`src/tx_status_cfg.svh`:
```
// TX status reporting path, lane geometry and register map constants
`ifndef TX_STATUS_CFG_SVH
`define TX_STATUS_CFG_SVH

// Lane storage
`define TXS_NUM_LANES 4 // One lane per record word
`define TXS_DEPTH     64 // Entries per lane
`define TXS_CNT_W     7 // Holds 0..64

// Host register window
`define TXS_AXI_AW    7 // Byte address width of the read window

// Word index of lane 0, byte address 0x58
// Lanes 1..3 and status follow at consecutive words
`define TXS_REG_BASE  5'h16

`endif

```
`src/tx_status_pkg.sv`:
```
// TX status reporting path, shared record, register and response types
`default_nettype none

`include "tx_status_cfg.svh"

package tx_status_pkg;

    typedef logic [31:0] txs_word_t; // One host-visible status word

    // Four-word record as stored in the lanes, lane 0 first
    typedef struct packed {
        txs_word_t info; // {cw+slot msb, slot[8:0], prio, queue, 4'd0, bd idx, 1'd0, retry}
        txs_word_t ssn_word; // {14'd0, ssn, pkt_cnt}
        txs_word_t bmap_lo; // Block-ack bitmap 31:0
        txs_word_t bmap_hi; // Block-ack bitmap 63:32
    } txs_record_t;

    // Word indices of the read window, lanes then status
    typedef enum logic [4:0] {
        REG_INFO    = `TXS_REG_BASE,
        REG_SSN,
        REG_BMAP_LO,
        REG_BMAP_HI,
        REG_STATUS
    } txs_reg_e;

    // AXI read response codes in use
    typedef enum logic [1:0] {
        RESP_OKAY   = 2'b00,
        RESP_SLVERR = 2'b10
    } txs_resp_e;

    // Read channel FSM
    typedef enum logic {
        RD_IDLE, // Waiting for an address
        RD_RESP // Holding rdata until rready
    } txs_rd_state_e;

endpackage

`default_nettype wire

```
`src/tx_status_if.sv`:
```
// TX status reporting path, record and lane read-side interfaces
`timescale 1ns/1ns
`default_nettype none

`include "tx_status_cfg.svh"


// Lane storage to register reader
interface tx_status_rd_if
    import tx_status_pkg::*;
();
    txs_word_t [`TXS_NUM_LANES-1:0] head; // FWFT head of each lane
    logic [`TXS_NUM_LANES-1:0]      empty; // Per-lane empty flags
    logic [`TXS_CNT_W-1:0]          occ; // Lane 0 occupancy
    logic [`TXS_CNT_W-1:0]          drops; // Sticky dropped-report count
    logic [`TXS_NUM_LANES-1:0]      pop; // One-cycle pop per lane

    modport store  (output head, output empty, output occ, output drops, input pop);
    modport reader (input  head, input  empty, input  occ, input  drops, output pop);
endinterface

`default_nettype wire

```
`src/tx_status_regs.sv`:
```
// TX status register reader, AXI4-Lite read slave over the lane heads and status
`timescale 1ns/1ns
`default_nettype none

`include "tx_status_cfg.svh"

module tx_status_regs
    import tx_status_pkg::*;
(
    input  logic                   clk,
    input  logic                   rstn,
    input  logic [`TXS_AXI_AW-1:0] araddr,
    input  logic                   arvalid,
    output logic                   arready,
    output txs_word_t              rdata,
    output txs_resp_e              rresp,
    output logic                   rvalid,
    input  logic                   rready,
    tx_status_rd_if.reader         rd
);

    txs_rd_state_e state;
    txs_reg_e      reg_idx; // Word index of the address
    txs_word_t     rd_word; // Decoded read data
    txs_resp_e     rd_resp;
    logic [`TXS_NUM_LANES-1:0] pop_sel; // Lane addressed, before handshake
    logic          ar_fire;

    assign reg_idx = txs_reg_e'(araddr[`TXS_AXI_AW-1:2]);
    assign ar_fire = arvalid && arready;

    // Address decode, misaligned and unmapped both give SLVERR with zero
    always_comb begin
        rd_word = '0;
        rd_resp = RESP_SLVERR;
        pop_sel = '0;
        if (araddr[1:0] == 2'b00) begin
            case (reg_idx)
                REG_INFO: begin
                    rd_word    = rd.empty[0] ? 32'hFFFF_FFFF : rd.head[0]; // Driver polls for ones
                    rd_resp    = RESP_OKAY;
                    pop_sel[0] = 1'b1;
                end
                REG_SSN: begin
                    rd_word    = rd.empty[1] ? 32'h0 : rd.head[1];
                    rd_resp    = RESP_OKAY;
                    pop_sel[1] = 1'b1;
                end
                REG_BMAP_LO: begin
                    rd_word    = rd.empty[2] ? 32'h0 : rd.head[2];
                    rd_resp    = RESP_OKAY;
                    pop_sel[2] = 1'b1;
                end
                REG_BMAP_HI: begin
                    rd_word    = rd.empty[3] ? 32'h0 : rd.head[3];
                    rd_resp    = RESP_OKAY;
                    pop_sel[3] = 1'b1;
                end
                REG_STATUS: begin
                    rd_word = {9'd0, rd.drops, 9'd0, rd.occ}; // Drops 22:16, occupancy 6:0
                    rd_resp = RESP_OKAY;
                end
                default: ; // Outside the window
            endcase
        end
    end

    // Pop lands on the accept edge, head advances for the next read
    assign rd.pop = ar_fire ? pop_sel : '0;

    // One outstanding read at most
    always_ff @(posedge clk) begin
        if (!rstn) begin
            state <= RD_IDLE;
        end else begin
            case (state)
                RD_IDLE: if (arvalid) state <= RD_RESP;
                RD_RESP: if (rready)  state <= RD_IDLE;
                default:              state <= RD_IDLE;
            endcase
        end
    end

    // Response payload sampled at accept, held under back-pressure
    always_ff @(posedge clk) begin
        if (ar_fire) begin
            rdata <= rd_word;
            rresp <= rd_resp;
        end
    end

    assign arready = (state == RD_IDLE);
    assign rvalid  = (state == RD_RESP);

endmodule

`default_nettype wire

```
`src/flat_wrapper.sv`:
```
// flat-port wrapper written by rule: the top's interface ports become plain ports
module tx_status_regs_flat import tx_status_pkg::*;
  (clk, rstn, araddr, arvalid, arready, rdata, rresp, rvalid, rready, rd_head, rd_empty, rd_occ, rd_drops, rd_pop);
  tx_status_rd_if rd_i ();
  input  logic clk;
  input  logic rstn;
  input  logic [`TXS_AXI_AW-1:0] araddr;
  input  logic arvalid;
  output logic arready;
  output txs_word_t rdata;
  output txs_resp_e rresp;
  output logic rvalid;
  input  logic rready;
  input wire logic [$bits(rd_i.head)-1:0] rd_head;
  input wire logic [$bits(rd_i.empty)-1:0] rd_empty;
  input wire logic [$bits(rd_i.occ)-1:0] rd_occ;
  input wire logic [$bits(rd_i.drops)-1:0] rd_drops;
  output wire logic [$bits(rd_i.pop)-1:0] rd_pop;
  assign rd_i.head = rd_head;
  assign rd_i.empty = rd_empty;
  assign rd_i.occ = rd_occ;
  assign rd_i.drops = rd_drops;
  assign rd_pop = rd_i.pop;
  tx_status_regs u_core (.clk(clk), .rstn(rstn), .araddr(araddr), .arvalid(arvalid), .arready(arready), .rdata(rdata), .rresp(rresp), .rvalid(rvalid), .rready(rready), .rd(rd_i));
endmodule
```
`config.mk`:
```
export PLATFORM = sky130hd
export DESIGN_NAME = tx_status_regs_flat
export DESIGN_NICKNAME = d
export VERILOG_FILES = /design/src/tx_status_pkg.sv /design/src/tx_status_if.sv /design/src/tx_status_regs.sv /design/src/flat_wrapper.sv
export VERILOG_INCLUDE_DIRS = /design/src
export SDC_FILE = /design/constraint.sdc
export NUM_CORES = 1
export LEC_CHECK = 0
export ABC_AREA = 1
export BUFFER_PORTS_ARGS = -buffer_cell sky130_fd_sc_hd__buf_2
export CAP_MARGIN = 5
export CORE_ASPECT_RATIO = 1.2
export CORE_MARGIN = 10
export CORE_UTILIZATION = 41
export CTS_BUF_LIST = sky130_fd_sc_hd__clkbuf_8
export CTS_CLUSTER_DIAMETER = 60
export DETAILED_ROUTE_END_ITERATION = 8
export HOLD_SLACK_MARGIN = 0.15
export PLACE_DENSITY = 0.76
export SLEW_MARGIN = 40
export SYNTH_ARGS = -nofsm -noshare
export SYNTH_HDL_FRONTEND = slang
export SYNTH_SLANG_ARGS = --single-unit
```
`constraint.sdc`:
```
create_clock -name clk -period 3 [get_ports clk]
set_input_delay 0.15 -clock clk [delete_from_list [all_inputs] [get_ports clk]]
set_output_delay 0.15 -clock clk [all_outputs]
set_load 0.005 [all_outputs]
```
## Yosys cells after proc, flatten, opt, wreduce, memory -nomap -nowiden

Index checks and enable logic that the tools add are counted.

| storage, ports and cells | value |
|---|---|
| bits in registers | 35 |
| input port bits | 157 |
| output and inout port bits | 40 |
| logic and storage cells | 27 |

| operators by class | value |
|---|---|
| equal/unequal tests | 5 |
| muxes and demuxes | 15 |
| bitwise operators | 1 |
| reduce and logical (&&, ||, !) cells | 3 |

Operators with widths:

| kind | number |
|---|---|
| one-hot mux 32 bit (5 select lines) | 1 |
| two-way mux 32 bit | 4 |
| == test 5 bit, second input constant | 5 |
| two-way mux 4 bit | 2 |
| two-way mux 1 bit | 6 |
| OR reduction 5 bit | 1 |
| zero test 2 bit | 1 |
| two-way mux 2 bit | 1 |
| one-hot mux 1 bit (2 select lines) | 1 |
| logical AND 1 bit | 1 |
| inverter 1 bit | 1 |

## Depth between registers and ports, before layout

| logic depth | value |
|---|---|
| word-level depth | 4 |
| gate-level depth with buffers | 8 |
| mapped depth without buffers | 7 |

## Least setup slack after synthesis

OpenSTA, ideal clock, no wires.

| timing | value |
|---|---|
| path kind | register to output |
| start | reg u_core.state (netlist: u_core.rvalid) |
| end | out rd_pop[0] |
| arrival time | 1.528 ns |
| data required time | 2.850 ns |
| path slack | 1.322 ns |
| stages on the path, launching flop included | 6 |
| buffers on the path | 0 |
| cell sequence | dfxtp_1 inv_1 nand2_1 inv_1 nand2_1 nor2_1 |

| between the ends | value |
|---|---|
| word-level cells in the longest chain between the ends | 3 |

RTL lines:

| item | RTL line | text |
|---|---|---|
| from (decl) | tx_status_regs.sv:22 | `txs_rd_state_e state;` |
| from (signal assigned) | tx_status_regs.sv:74 | `state <= RD_IDLE;` |
| from (signal assigned) | tx_status_regs.sv:77 | `RD_IDLE: if (arvalid) state <= RD_RESP;` |
| from (signal assigned) | tx_status_regs.sv:78 | `RD_RESP: if (rready) state <= RD_IDLE;` |
| inverter 1 bit | tx_status_regs.sv:92 | `assign arready = (state == RD_IDLE);` |
| via arready | flat_wrapper.sv:9 | `output logic arready;` |
| logical AND 1 bit | tx_status_regs.sv:30 | `assign ar_fire = arvalid && arready;` |
| via u_core.ar_fire | tx_status_regs.sv:27 | `logic ar_fire;` |
| two-way mux 4 bit | tx_status_regs.sv:69 | `assign rd.pop = ar_fire ? pop_sel : '0;` |
| to (decl) | flat_wrapper.sv:18 | `output wire logic [$bits(rd_i.pop)-1:0] rd_pop;` |

The timed path passes the listed nets, and every way through them passes these cells.

## Worst setup path in the final report

| timing | value |
|---|---|
| start | reg u_core.state (netlist: u_core.rvalid) |
| end | out rd_pop[1] |

| between the ends | value |
|---|---|
| word-level cells in the longest chain between the ends | 3 |

RTL lines:

| item | RTL line |
|---|---|
| inverter 1 bit | tx_status_regs.sv:92 |
| logical AND 1 bit | tx_status_regs.sv:30 |
| via u_core.ar_fire | tx_status_regs.sv:27 |
| two-way mux 4 bit | tx_status_regs.sv:69 |

The timed path passes the listed nets, and every way through them passes these cells.

==> impl_metrics.json <==
{
  "status": "finished clean",
  "grt_usage_pct": 20.6,
  "start_util_pct": 42.4,
  "r2r_setup_slack_ps": 1690,
  "tightest_slew_ps": 783,
  "crit_path_end_kind": "output port",
  "timing_worst_setup_path_type": "reg -> out",
  "route.detailed.drc": 0,
  "drv_cap": 0,
  "synth-edff-count": 33,
  "dieArea_um2": 12000,
  "critPathArrivalTime_ps": 1690,
  "yosysMostFrequentCell": "nand2_1",
  "synthToLayoutAreaGrowth_pct": 30.9,
  "avgSynthCellArea_um2": 6.47,
  "grt_pass1_vias": 3884,
  "netlist.area_leader.share_pct": 30.2,
  "finalClockSkew_ps": 4.78,
  "yosys-top-cells-area": "edfxtp_1 (30%), nand2_1 (14%), nor2_1 (12%)",
  "fmax_mhz": 543,
  "leakage_nw": 2.24,
  "startpoint_type": "flip-flop",
  "use_met3_pct": 4.52,
  "ys_seq_elements": 34,
  "grt_first_pass_wirelength_um": 20000,
  "relSlewSlack_pct": 47.7,
  "pre_cts_ws_ps": 1190,
  "clk_pin_slew_ps": 70,
  "synthDistinctLibCells": 21,
  "powerDensity_nw_per_um2": 292,
  "syn_area_um2": 3280,
  "ys_dominant_reg_cell": "edfxtp_1",
  "antenna_found_initial": 2,
  "port-buffer-count": 195,
  "std_cell_rows": 35,
  "via_per_inst": 5.21,
  "clock_latency_ps": 290,
  "dr.pass1.iters": 5,
  "crit_fanout": 17,
  "grt.met1_usage_pct": 25.9,
  "drt-total-wl_um": 13100,
  "drtIter0Drc": 338,
  "grt-ovfl-total": 0,
  "rsz0062_at_grt": "no",
  "ys_seq_area_share_pct": 30.8,
  "hp-class": "in -> reg",
  "yosys_warnings": 0,
  "die_y_um": 118,
  "cts_tree": "done",
  "setup_viol": 0,
  "nNetsFinal": 837,
  "clock-sinks": 34,
  "htreeDepth": 2,
  "syn-num-nets": 665,
  "grt_max_degree": 43,
  "ctsResizeCount": 0,
  "total_power_w": 0.00126,
  "slew_viol_final": 0,
  "layout-drive-gt1-share_pct": 32.9,
  "cts_root_buf": "clkbuf_8",
  "setup_ws_ps": 1160,
  "wire_per_inst_um": 16.9,
  "hold_viol": 0,
  "place_congestion": 0.877,
  "cts_buffer_depth": 2,
  "met2_usage_pct": 34.1,
  "cp.required_ps": 2850,
  "setup-tns-final_ps": 0,
  "syn_inst": 508,
  "yosys.area.top_type": "edfxtp_1",
  "die-width_um": 102,
  "irDropWorstVdd_mv": 0.161,
  "fin_crit_sh_pct": 61.4,
  "async_reset_ff_share_pct": 0,
  "coreArea_um2": 7750,
  "io_pins": 197,
  "final_antenna_net_count": 0,
  "yosys-top-cells-count": "nand2_1 (120), nor2_1 (106), nand3_1 (64)",
  "num_vias": 4029,
  "busiest_layer": "met2",
  "post-dp-hpwl_um": 10300,
  "min_period_ps": 1840,
  "utilization_pct": 55.5,
  "cts_made_buffers": 5
}
## cells by family (layout without fill, tap and decap cells)
logic type	count (synthesis)	count (layout)	share of synthesized area [%]
and+or+nand+nor	355	355	50.0
buffers and inverters	91	264	13.9
DFF	34	34	30.8
AOI/OAI and AO/OA	27	27	5.26
other	1	2	0.114
## repair_timing
action	CTS	global route
hold buffers	1	0
hold endpoints to repair	1	0
buffers inserted	0	0
## report_power, final
group | switching [W] | internal [W]
Combinational | 0.000195 | 0.000143
Sequential | 0.00000813 | 0.000550
Clock | 0.000174 | 0.000185
Total | 0.000378 | 0.000877
## final timing paths
check | end | cells after the start | startpoint
worst max register to register | u_core.rdata[24] | 4 | u_core.rvalid
worst min register to register | u_core.rvalid | 3 | u_core.rvalid
worst max-delay path | rd_pop[1] | 7 | u_core.rvalid
worst min-delay path | u_core.rvalid | 3 | rready
## through the flow
step | hold slack, ps | std cells | area [µm²]
after CTS | 179 | 773 | 4300
final | 180 | 774 | 4300
after detailed placement | 362 | 764 | 4190
after global routing | 188 | 774 | 4300
after global placement | 352 | 763 | 4180
after floorplan | 268 | 508 | 3280
## cell type report
cell class / count / area [µm²]
diodes: 1 / 2.50
clock buffers: 6 / 82.6
clock inverters: 2 / 12.5
fillers: 780 / 3450
inverters: 54 / 203
multi-input cells: 383 / 1820
flip-flops and latches: 34 / 1010
well taps: 92 / 115
repair buffers: 202 / 1050
## flip-flops by register name, summed over array words and instances, names as in the netlist
name,cells
u_core.rdata,32
u_core.rresp,1
u_core.rvalid,1
## placed cells by master, fill, tap and decap left out, drive strengths merged, types with 6 or more instances in the layout
cell    instances
buf           201
clkbuf          6
edfxtp         33
inv            54
nand2         122
nand3          64
nand3b         41
nand4          16
nor2          111
o211ai         14
o21ai          12
## worst max-delay path, stage by stage (launching register included)
cell and delay (ps):
dfxtp_1 310, inv_1 80, nand2_1 50, inv_1 240
buf_4 310, nand2_1 140, nor2_1 130, buf_2 140
## layer usage
metal	vias to the layer above	part of all wire, %
met5	-	0
met4	0	2.2
met3	21	9.6
met2	195	49
met1	1818	39
li1	1995	-
(Power assumes the default switching activity.)
